**src/rtl/axi_pkg.sv**
```systemverilog
package axi_pkg;

    ////////////////////////////////////////
    // Bus widths
    ////////////////////////////////////////

    localparam int AXI_ADDR_W = 16;
    localparam int AXI_DATA_W = 32;
    localparam int AXI_ID_W   = 5;
    localparam int AXI_STRB_W = AXI_DATA_W / 8;

    localparam logic [1:0] AXI_RESP_OKAY = 2'b00;

    typedef enum logic [1:0] {
        FIXED = 2'b00,
        INCR  = 2'b01,
        WRAP  = 2'b10
    } axi_burst_e;

    ////////////////////////////////////////
    // Channel payloads
    ////////////////////////////////////////

    // AW and AR carry the same fields
    typedef struct packed {
        logic [AXI_ID_W-1:0]   id;
        logic [AXI_ADDR_W-1:0] addr;
        logic [7:0]            len;
        logic [2:0]            size;
        axi_burst_e            burst;
    } axi_aw_t;

    typedef axi_aw_t axi_ar_t;

    typedef struct packed {
        logic [AXI_DATA_W-1:0] data;
        logic [AXI_STRB_W-1:0] strb;
        logic                  last;
    } axi_w_t;

    typedef struct packed {
        logic [AXI_ID_W-1:0] id;
        logic [1:0]          resp;
    } axi_b_t;

    typedef struct packed {
        logic [AXI_ID_W-1:0]   id;
        logic [AXI_DATA_W-1:0] data;
        logic [1:0]            resp;
        logic                  last;
    } axi_r_t;

endpackage

```
**src/rtl/loader_pkg.sv**
```systemverilog
package loader_pkg;

    // One queued burst request
    typedef struct packed {
        logic                          write;
        logic [7:0]                    len;
        logic [axi_pkg::AXI_ID_W-1:0]  id;
    } loader_cmd_t;

    typedef enum logic [1:0] {
        IDLE,
        AX_HANDSHAKE,
        RESP_WAIT
    } loader_state_e;

    // Data is the final read beat, zero for writes
    typedef struct packed {
        logic                           write;
        logic [axi_pkg::AXI_ID_W-1:0]   id;
        logic [axi_pkg::AXI_DATA_W-1:0] data;
    } loader_cpl_t;

endpackage

```
**src/rtl/cmd_fifo.sv**
```systemverilog
`timescale 1ns/100ps

module cmd_fifo #(
    parameter int FIFO_DEPTH = 8
) (
    input  logic                    clk_i,
    input  logic                    arstn_i,

    input  loader_pkg::loader_cmd_t data_i,
    input  logic                    valid_i,
    output logic                    ready_o,

    output loader_pkg::loader_cmd_t data_o,
    output logic                    valid_o,
    input  logic                    ready_i
);

    import loader_pkg::*;

    localparam int PTR_W = (FIFO_DEPTH > 1) ? $clog2(FIFO_DEPTH) : 1;
    localparam int CNT_W = $clog2(FIFO_DEPTH + 1);

    loader_cmd_t      mem_q [FIFO_DEPTH];
    logic [PTR_W-1:0] wr_ptr_q, rd_ptr_q;
    logic [CNT_W-1:0] count_q;
    logic             push, pop;

    assign ready_o = (count_q != CNT_W'(FIFO_DEPTH));
    assign valid_o = (count_q != '0);
    assign data_o  = mem_q[rd_ptr_q];

    assign push = valid_i & ready_o;
    assign pop  = valid_o & ready_i;

    // Pointers wrap explicitly so any depth works
    always_ff @(posedge clk_i or negedge arstn_i) begin
        if (!arstn_i) begin
            wr_ptr_q <= '0;
            rd_ptr_q <= '0;
            count_q  <= '0;
        end else begin
            if (push) begin
                wr_ptr_q <= (wr_ptr_q == PTR_W'(FIFO_DEPTH - 1)) ? '0 : wr_ptr_q + 1'b1;
            end
            if (pop) begin
                rd_ptr_q <= (rd_ptr_q == PTR_W'(FIFO_DEPTH - 1)) ? '0 : rd_ptr_q + 1'b1;
            end
            count_q <= count_q + CNT_W'(push) - CNT_W'(pop);
        end
    end

    always_ff @(posedge clk_i) begin
        if (push) begin
            mem_q[wr_ptr_q] <= data_i;
        end
    end

endmodule

```
**src/rtl/axi_burst_loader.sv**
```systemverilog
`timescale 1ns/100ps

module axi_burst_loader #(
    parameter int LOADER_ID = 3
) (
    input  logic                    clk_i,
    input  logic                    arstn_i,

    input  logic                    start_i,
    input  logic [7:0]              req_depth_i,
    output logic                    idle_o,

    input  loader_pkg::loader_cmd_t cmd_i,
    input  logic                    cmd_valid_i,
    output logic                    cmd_ready_o,

    output axi_pkg::axi_aw_t        aw_o,
    output logic                    aw_valid_o,
    input  logic                    aw_ready_i,
    output axi_pkg::axi_w_t         w_o,
    output logic                    w_valid_o,
    input  logic                    w_ready_i,
    output axi_pkg::axi_ar_t        ar_o,
    output logic                    ar_valid_o,
    input  logic                    ar_ready_i,
    input  axi_pkg::axi_b_t         b_i,
    input  logic                    b_valid_i,
    output logic                    b_ready_o,
    input  axi_pkg::axi_r_t         r_i,
    input  logic                    r_valid_i,
    output logic                    r_ready_o
);

    import axi_pkg::*;
    import loader_pkg::*;

    localparam logic [AXI_ADDR_W-1:0] LOADER_ADDR = AXI_ADDR_W'(LOADER_ID * 4);
    localparam logic [AXI_DATA_W-1:0] WR_DATA     = AXI_DATA_W'(32'h30 + LOADER_ID);
    localparam logic [2:0]            BEAT_SIZE   = 3'($clog2(AXI_STRB_W));

    loader_state_e state_q, state_d;
    logic [7:0]    req_q, req_d;
    logic [7:0]    beat_q, beat_d;
    logic [7:0]    b_cnt_q, b_cnt_d;
    logic [7:0]    r_cnt_q, r_cnt_d;
    logic          aw_done_q, aw_done_d;
    logic          w_done_q, w_done_d;
    logic          w_last;
    logic          b_hs, r_last_hs;

    ////////////////////////////////////////
    // Fixed AXI fields
    ////////////////////////////////////////

    assign w_last = (beat_q == cmd_i.len);

    assign aw_o = '{id: cmd_i.id, addr: LOADER_ADDR, len: cmd_i.len,
                    size: BEAT_SIZE, burst: INCR};
    assign ar_o = '{id: cmd_i.id, addr: LOADER_ADDR, len: cmd_i.len,
                    size: BEAT_SIZE, burst: INCR};
    assign w_o  = '{data: WR_DATA, strb: {AXI_STRB_W{1'b1}}, last: w_last};

    // Responses are never stalled
    assign b_ready_o = 1'b1;
    assign r_ready_o = 1'b1;

    assign b_hs      = b_valid_i & b_ready_o & (b_i.resp == AXI_RESP_OKAY);
    assign r_last_hs = r_valid_i & r_ready_o & r_i.last;

    assign idle_o = (state_q == IDLE);

    always_ff @(posedge clk_i or negedge arstn_i) begin
        if (!arstn_i) begin
            state_q   <= IDLE;
            req_q     <= '0;
            beat_q    <= '0;
            b_cnt_q   <= '0;
            r_cnt_q   <= '0;
            aw_done_q <= 1'b0;
            w_done_q  <= 1'b0;
        end else begin
            state_q   <= state_d;
            req_q     <= req_d;
            beat_q    <= beat_d;
            b_cnt_q   <= b_cnt_d;
            r_cnt_q   <= r_cnt_d;
            aw_done_q <= aw_done_d;
            w_done_q  <= w_done_d;
        end
    end

    ////////////////////////////////////////
    // Burst issue
    ////////////////////////////////////////

    // A write is popped only once both AW and the last W beat are through
    always_comb begin
        aw_valid_o  = 1'b0;
        w_valid_o   = 1'b0;
        ar_valid_o  = 1'b0;
        cmd_ready_o = 1'b0;
        aw_done_d   = aw_done_q;
        w_done_d    = w_done_q;
        beat_d      = beat_q;

        if (state_q == AX_HANDSHAKE && cmd_valid_i) begin
            if (cmd_i.write) begin
                aw_valid_o  = !aw_done_q;
                w_valid_o   = !w_done_q;
                aw_done_d   = aw_done_q | (aw_valid_o & aw_ready_i);
                w_done_d    = w_done_q | (w_valid_o & w_ready_i & w_last);
                beat_d      = beat_q + 8'(w_valid_o & w_ready_i);
                cmd_ready_o = aw_done_d & w_done_d;
            end else begin
                ar_valid_o  = 1'b1;
                cmd_ready_o = ar_ready_i;
            end
        end

        if (cmd_ready_o) begin
            aw_done_d = 1'b0;
            w_done_d  = 1'b0;
            beat_d    = '0;
        end
    end

    ////////////////////////////////////////
    // Batch control
    ////////////////////////////////////////

    always_comb begin
        b_cnt_d = b_cnt_q + 8'(cmd_ready_o & cmd_i.write) - 8'(b_hs);
        r_cnt_d = r_cnt_q + 8'(cmd_ready_o & !cmd_i.write) - 8'(r_last_hs);
        state_d = state_q;
        req_d   = req_depth_i;

        case (state_q)
            IDLE: begin
                if (start_i && cmd_valid_i) begin
                    state_d = AX_HANDSHAKE;
                end
            end
            AX_HANDSHAKE: begin
                req_d = req_q - 8'(cmd_ready_o);
                if (cmd_ready_o && req_q == 8'd1) begin
                    state_d = RESP_WAIT;
                end else if (!cmd_valid_i && b_cnt_q == '0 && r_cnt_q == '0) begin
                    // Queue ran dry with nothing in flight
                    state_d = RESP_WAIT;
                end
            end
            RESP_WAIT: begin
                if (b_cnt_q == '0 && r_cnt_q == '0) begin
                    state_d = cmd_valid_i ? AX_HANDSHAKE : IDLE;
                end
            end
            default: begin
                state_d = IDLE;
            end
        endcase
    end

endmodule

```
**src/rtl/axi_mem_target.sv**
```systemverilog
`timescale 1ns/100ps

module axi_mem_target #(
    parameter int MEM_WORDS = 16
) (
    input  logic             clk_i,
    input  logic             arstn_i,

    input  axi_pkg::axi_aw_t aw_i,
    input  logic             aw_valid_i,
    output logic             aw_ready_o,
    input  axi_pkg::axi_w_t  w_i,
    input  logic             w_valid_i,
    output logic             w_ready_o,
    input  axi_pkg::axi_ar_t ar_i,
    input  logic             ar_valid_i,
    output logic             ar_ready_o,
    output axi_pkg::axi_b_t  b_o,
    output logic             b_valid_o,
    input  logic             b_ready_i,
    output axi_pkg::axi_r_t  r_o,
    output logic             r_valid_o,
    input  logic             r_ready_i
);

    import axi_pkg::*;

    localparam int IDX_W = (MEM_WORDS > 1) ? $clog2(MEM_WORDS) : 1;

    logic [AXI_DATA_W-1:0] mem_q [MEM_WORDS];

    logic                  w_data_q, b_valid_q;
    logic [IDX_W-1:0]      w_idx_q;
    logic [AXI_ID_W-1:0]   w_id_q;

    logic                  r_active_q;
    logic [IDX_W-1:0]      r_idx_q;
    logic [AXI_ID_W-1:0]   r_id_q;
    logic [7:0]            r_left_q;

    function automatic logic [IDX_W-1:0] next_idx(input logic [IDX_W-1:0] idx);
        return (idx == IDX_W'(MEM_WORDS - 1)) ? '0 : idx + 1'b1;
    endfunction

    function automatic logic [IDX_W-1:0] start_idx(input logic [AXI_ADDR_W-1:0] addr);
        return IDX_W'((addr >> 2) % MEM_WORDS);
    endfunction

    ////////////////////////////////////////
    // Write channel
    ////////////////////////////////////////

    assign aw_ready_o = !w_data_q && !b_valid_q;
    assign w_ready_o  = w_data_q;
    assign b_valid_o  = b_valid_q;
    assign b_o        = '{id: w_id_q, resp: AXI_RESP_OKAY};

    always_ff @(posedge clk_i or negedge arstn_i) begin
        if (!arstn_i) begin
            w_data_q  <= 1'b0;
            b_valid_q <= 1'b0;
            w_idx_q   <= '0;
            w_id_q    <= '0;
            for (int i = 0; i < MEM_WORDS; i++) begin
                mem_q[i] <= '0;
            end
        end else begin
            if (aw_valid_i && aw_ready_o) begin
                w_data_q <= 1'b1;
                w_idx_q  <= start_idx(aw_i.addr);
                w_id_q   <= aw_i.id;
            end
            if (w_valid_i && w_ready_o) begin
                for (int i = 0; i < AXI_STRB_W; i++) begin
                    if (w_i.strb[i]) begin
                        mem_q[w_idx_q][8*i +: 8] <= w_i.data[8*i +: 8];
                    end
                end
                w_idx_q <= next_idx(w_idx_q);
                if (w_i.last) begin
                    w_data_q  <= 1'b0;
                    b_valid_q <= 1'b1;
                end
            end
            if (b_valid_q && b_ready_i) begin
                b_valid_q <= 1'b0;
            end
        end
    end

    ////////////////////////////////////////
    // Read channel
    ////////////////////////////////////////

    assign ar_ready_o = !r_active_q;
    assign r_valid_o  = r_active_q;
    assign r_o        = '{id: r_id_q, data: mem_q[r_idx_q], resp: AXI_RESP_OKAY,
                          last: (r_left_q == '0)};

    always_ff @(posedge clk_i or negedge arstn_i) begin
        if (!arstn_i) begin
            r_active_q <= 1'b0;
            r_idx_q    <= '0;
            r_id_q     <= '0;
            r_left_q   <= '0;
        end else if (ar_valid_i && ar_ready_o) begin
            r_active_q <= 1'b1;
            r_idx_q    <= start_idx(ar_i.addr);
            r_id_q     <= ar_i.id;
            r_left_q   <= ar_i.len;
        end else if (r_valid_o && r_ready_i) begin
            if (r_o.last) begin
                r_active_q <= 1'b0;
            end else begin
                r_left_q <= r_left_q - 1'b1;
                r_idx_q  <= next_idx(r_idx_q);
            end
        end
    end

endmodule

```
**src/rtl/loader_top.sv**
```systemverilog
`timescale 1ns/100ps

module loader_top #(
    parameter int FIFO_DEPTH = 8,
    parameter int LOADER_ID  = 3,
    parameter int MEM_WORDS  = 16
) (
    input  logic                    clk_i,
    input  logic                    arstn_i,

    input  loader_pkg::loader_cmd_t cmd_i,
    input  logic                    cmd_valid_i,
    output logic                    cmd_ready_o,

    input  logic                    start_i,
    input  logic [7:0]              req_depth_i,
    output logic                    idle_o,

    output loader_pkg::loader_cpl_t cpl_o,
    output logic                    cpl_valid_o
);

    import axi_pkg::*;
    import loader_pkg::*;

    loader_cmd_t q_cmd;
    logic        q_valid, q_ready;

    axi_aw_t aw;
    axi_w_t  w;
    axi_ar_t ar;
    axi_b_t  b;
    axi_r_t  r;
    logic    aw_valid, aw_ready, w_valid, w_ready, ar_valid, ar_ready;
    logic    b_valid, b_ready, r_valid, r_ready;

    loader_cpl_t wr_cpl, rd_cpl, held_q;
    logic        held_valid_q;
    logic        b_hs, r_last_hs;

    cmd_fifo #(
        .FIFO_DEPTH (FIFO_DEPTH)
    ) u_cmd_fifo (
        .clk_i   (clk_i),
        .arstn_i (arstn_i),
        .data_i  (cmd_i),
        .valid_i (cmd_valid_i),
        .ready_o (cmd_ready_o),
        .data_o  (q_cmd),
        .valid_o (q_valid),
        .ready_i (q_ready)
    );

    axi_burst_loader #(
        .LOADER_ID (LOADER_ID)
    ) u_loader (
        .clk_i       (clk_i),
        .arstn_i     (arstn_i),
        .start_i     (start_i),
        .req_depth_i (req_depth_i),
        .idle_o      (idle_o),
        .cmd_i       (q_cmd),
        .cmd_valid_i (q_valid),
        .cmd_ready_o (q_ready),
        .aw_o        (aw),
        .aw_valid_o  (aw_valid),
        .aw_ready_i  (aw_ready),
        .w_o         (w),
        .w_valid_o   (w_valid),
        .w_ready_i   (w_ready),
        .ar_o        (ar),
        .ar_valid_o  (ar_valid),
        .ar_ready_i  (ar_ready),
        .b_i         (b),
        .b_valid_i   (b_valid),
        .b_ready_o   (b_ready),
        .r_i         (r),
        .r_valid_i   (r_valid),
        .r_ready_o   (r_ready)
    );

    axi_mem_target #(
        .MEM_WORDS (MEM_WORDS)
    ) u_target (
        .clk_i      (clk_i),
        .arstn_i    (arstn_i),
        .aw_i       (aw),
        .aw_valid_i (aw_valid),
        .aw_ready_o (aw_ready),
        .w_i        (w),
        .w_valid_i  (w_valid),
        .w_ready_o  (w_ready),
        .ar_i       (ar),
        .ar_valid_i (ar_valid),
        .ar_ready_o (ar_ready),
        .b_o        (b),
        .b_valid_o  (b_valid),
        .b_ready_i  (b_ready),
        .r_o        (r),
        .r_valid_o  (r_valid),
        .r_ready_i  (r_ready)
    );

    ////////////////////////////////////////
    // Completion records
    ////////////////////////////////////////

    assign b_hs      = b_valid & b_ready;
    assign r_last_hs = r_valid & r_ready & r.last;

    assign wr_cpl = '{write: 1'b1, id: b.id, data: '0};
    assign rd_cpl = '{write: 1'b0, id: r.id, data: r.data};

    // Writes win a collision and the read goes out from the hold register
    assign cpl_valid_o = b_hs | held_valid_q | r_last_hs;
    assign cpl_o       = b_hs ? wr_cpl : (held_valid_q ? held_q : rd_cpl);

    always_ff @(posedge clk_i or negedge arstn_i) begin
        if (!arstn_i) begin
            held_valid_q <= 1'b0;
        end else if (b_hs && held_valid_q) begin
            held_valid_q <= 1'b1;
        end else begin
            held_valid_q <= r_last_hs && (b_hs || held_valid_q);
        end
    end

    always_ff @(posedge clk_i) begin
        if (r_last_hs && (b_hs || held_valid_q)) begin
            held_q <= rd_cpl;
        end
    end

endmodule

```
**config.mk**
```make
export PLATFORM = sky130hd
export DESIGN_NAME = loader_top
export DESIGN_NICKNAME = d
export VERILOG_FILES = /design/src/rtl/axi_pkg.sv /design/src/rtl/loader_pkg.sv /design/src/rtl/cmd_fifo.sv /design/src/rtl/axi_burst_loader.sv /design/src/rtl/axi_mem_target.sv /design/src/rtl/loader_top.sv
export SDC_FILE = /design/constraint.sdc
export NUM_CORES = 1
export LEC_CHECK = 0
export BUFFER_PORTS_ARGS = -buffer_cell sky130_fd_sc_hd__buf_2
export CAP_MARGIN = 20
export CORE_MARGIN = 10
export CORE_UTILIZATION = 50
export CTS_BUF_LIST = sky130_fd_sc_hd__clkbuf_4
export DETAILED_ROUTE_END_ITERATION = 8
export GPL_TIMING_DRIVEN = 1
export PLACE_DENSITY = 0.76
export RECOVER_POWER = 50
export SLEW_MARGIN = 25
export SYNTH_ARGS = -nofsm -noshare
export SYNTH_HDL_FRONTEND = slang
export SYNTH_SLANG_ARGS = --single-unit
export TNS_END_PERCENT = 100
```
**constraint.sdc**
```tcl
create_clock -name clk_i -period 7.5 [get_ports clk_i]
set_input_delay 1.125 -clock clk_i [delete_from_list [all_inputs] [get_ports clk_i]]
set_output_delay 1.125 -clock clk_i [all_outputs]
set_load 0.01 [all_outputs]
```
==> impl_metrics.json <==
{
  "status": "complete, but fails checks",
  "failed_checks": "capacitance limit, slew limit",
  "fill_cells": 1583,
  "worst-path-buf-inv": 3,
  "clockBufferDepth": 3,
  "worst_slew_pin_slew_ps": 2270,
  "fp-row-count": 51,
  "multi_input_area_mm2": 0.00354,
  "grt_overflow_total": 0,
  "die-area_mm2": 0.0256,
  "async_flop_share_pct": 43.8,
  "seq_area_mm2": 0.00585,
  "synth_cells": 727,
  "ys_seq_area_share_pct": 59.8,
  "drive_above_1_share_pct": 22.4,
  "core-area_mm2": 0.0193,
  "clock-root-buffer": "clkbuf_4",
  "viasPerCell": 5.20,
  "cts_sinks": 210,
  "arrival_ps": 4830,
  "final_cells": 1108,
  "synth_top_flop_cell": "edfxtp_1",
  "crit_type": "in2async",
  "path_max_fanout": 43,
  "area_delta_synth_final_pct": 10.7,
  "drcViolationCount": 0,
  "finalCritPeriodShare_pct": 60.3,
  "routedWlPerCell_um": 16.6,
  "grt_setup_unrepaired": "no",
  "cts_setup_buffers": 0,
  "crit_top_cell": "clkbuf_1",
  "die_width_um": 160,
  "min_period_ps": 4530,
  "nNetsFinal": 874,
  "drt-initial-drc-count": 333,
  "ys_ff_latch": 210,
  "io_pins": 67,
  "syn_area_per_cell_um2": 13.5,
  "hold_path.class": "in2async",
  "setup_viol": 0,
  "syn-cell-area_mm2": 0.00978,
  "num_antenna_cells": 0,
  "path_clk_slew_ps": 60,
  "grt_max_degree": 44,
  "antenna_left": 0,
  "drt-total-wl_mm": 18.4,
  "tns_ps": 0,
  "cpPeakStageDelay_ps": 1660,
  "port_buffers": 38,
  "grt_pass1_vias": 5974,
  "numPlacedInstances": 1013,
  "die_h_um": 160,
  "cp-end-kind": "async pin",
  "slew_viol_final": 86,
  "irDropWorstVdd_mv": 0.211,
  "initial_core_util_pct": 50.6,
  "gpl.final_weighted_congestion": 0.809,
  "leakage_nw": 4.46,
  "clk_latency_ps": 660,
  "cts-buffers-inserted": 53,
  "synth_edf_count": 118,
  "cts_hold_buf": 0,
  "slew_headroom_pct": -51.3,
  "critPathTopFamily": "buffers and inverters",
  "finClkSkew_ps": 43.9,
  "required_ps": 7800,
  "dr_total_vias": 5766,
  "first_pass_iters": 4,
  "drv_cap": 2,
  "hold_viol": 0,
  "grt_use_total_pct": 14.4,
  "startpoint_type": "input pin",
  "whs_ps": 443,
  "place_hpwl_mm": 12.3,
  "fmax_ghz": 0.221,
  "antenna_found_initial": 0,
  "cts_resized": 0,
  "cts_tree": "built",
  "htreeDepth": 2,
  "slowest_stage": "clkbuf_1",
  "yosys_warnings": 0,
  "p_per_area_mw_per_mm2": 420,
  "grt_pass1_wl_mm": 30.3,
  "synth_cell_types": 61,
  "crit_chain": "clkbuf_1 -> clkbuf_1 -> clkbuf_1"
}
-- where the power goes --
| group | switching [mW] | internal, mW |
|---|---|---|
| sequential | 0.286 | 1.56 |
| combinational | 0.899 | 0.785 |
| clock | 0.448 | 0.565 |
| total | 1.63 | 2.91 |
-- sequential cells by signal, summed over array words and instances (netlist names), 6 cells and up --
register,count
held_q,6
u_target.mem_q,16
u_loader.beat_q,8
u_loader.r_cnt_q,8
u_loader.req_q,8
u_loader.b_cnt_q,8
u_target.r_left_q,8
u_cmd_fifo.mem_q,112
-- cell usage after synthesis, types with 3 or more instances --
library cell | count | area (um^2)
or3_1 | 8 | 50.1
nor2_1 | 37 | 139
edfxtp_1 | 118 | 3540
mux2_2 | 32 | 360
and3_1 | 3 | 18.8
o21ai_0 | 36 | 180
xnor2_1 | 12 | 105
nand2b_1 | 8 | 50.1
a31oi_1 | 4 | 25.0
buf_2 | 4 | 20.0
or4_1 | 3 | 22.5
buf_6 | 4 | 45.0
xor2_1 | 18 | 158
mux2i_1 | 8 | 80.1
mux4_2 | 22 | 495
inv_1 | 44 | 165
dfrtp_1 | 92 | 2300
a21o_1 | 23 | 173
ha_1 | 42 | 526
nand2_1 | 63 | 236
o22ai_1 | 10 | 62.6
clkbuf_1 | 9 | 33.8
nand4_1 | 3 | 18.8
a21oi_1 | 21 | 105
fa_1 | 3 | 60.1
nor3b_1 | 3 | 22.5
buf_4 | 33 | 248
nand3_1 | 6 | 30.0
nor3_1 | 15 | 75.1
o21bai_1 | 4 | 30.0
-- stage by stage --
step / instance area, um^2 / setup slack (ps) / power, mW / util, %
after CTS: 10900 / 3360 / 4.60 / 56.2
after global placement: 10100 / 3450 / 3.50 / 52.3
final: 10800 / 2970 / 4.54 / 56.0
after detailed placement: 10100 / 3400 / 3.57 / 52.5
after floorplan: 9880 / 4170 / 3.17 / -
after global routing: 10800 / 2070 / 4.90 / 56.0
-- final cells by class --
class	count	area share (%)
clock buffers	82	5.69
clock inverters	13	0.994
inverters	44	1.53
multi-input cells	448	32.7
flip-flops and latches	210	54.0
well taps	265	3.06
repair buffers	46	2.03
-- path summary, 6_finish.rpt --
path | startpoint | to | slack (ps) | depth (start not counted)
max in group clk_i | u_cmd_fifo.rd_ptr_q[0] | u_loader.req_q[4] | 3400 | 13
worst min register to register | u_target.mem_q[37] | u_target.mem_q[37] | 450 | 1
worst max-delay path | arstn_i | u_loader.r_cnt_q[3] | 2970 | 3
min in group clk_i | u_target.mem_q[37] | u_target.mem_q[37] | 450 | 1
worst min-delay path | arstn_i | u_loader.req_q[5] | 440 | 1
worst max register to register | u_cmd_fifo.rd_ptr_q[0] | u_loader.req_q[4] | 3400 | 13
-- placed cells by master (no fill, tap or decap), drive strengths merged, types with 3 or more instances in the layout --
cell      n
inv      45
clkbuf  100
nand4     3
nor2     37
xnor2    12
conb     28
xor2     18
nor3b     3
clkinv   10
or3       8
nand2b    8
mux2i     9
buf      28
nand3     7
o21ai    37
a31oi     4
fa        3
a21oi    21
dfrtp    92
nand2    63
and3      3
nor3     15
edfxtp  118
o22ai    10
ha       42
mux4     23
nor4      4
a21o     24
o21bai    4
or4       3
mux2     35
-- metal layers --
layer,GRT usage [%],share of wire (%)
met1,17.8,43
met2,24.1,49
met3,3.55,5.7
met4,5.13,1.4
met5,0,0
-- cell families (layout without fill, tap and decap cells) --
| family | count (synthesis) | count (layout) | share of synthesized area (%) |
|---|---|---|---|
| compound gates | 113 | 113 | 7.27 |
| xor+xnor | 30 | 30 | 2.69 |
| fa+ha+maj | 46 | 46 | 6.09 |
| buf+inv | 96 | 185 | 5.51 |
| flops | 210 | 210 | 59.8 |
| mux | 67 | 67 | 10.5 |
| other cells | 1 | 28 | 0.0383 |
| simple gates | 164 | 164 | 8.15 |
(Power assumes the default switching activity.)
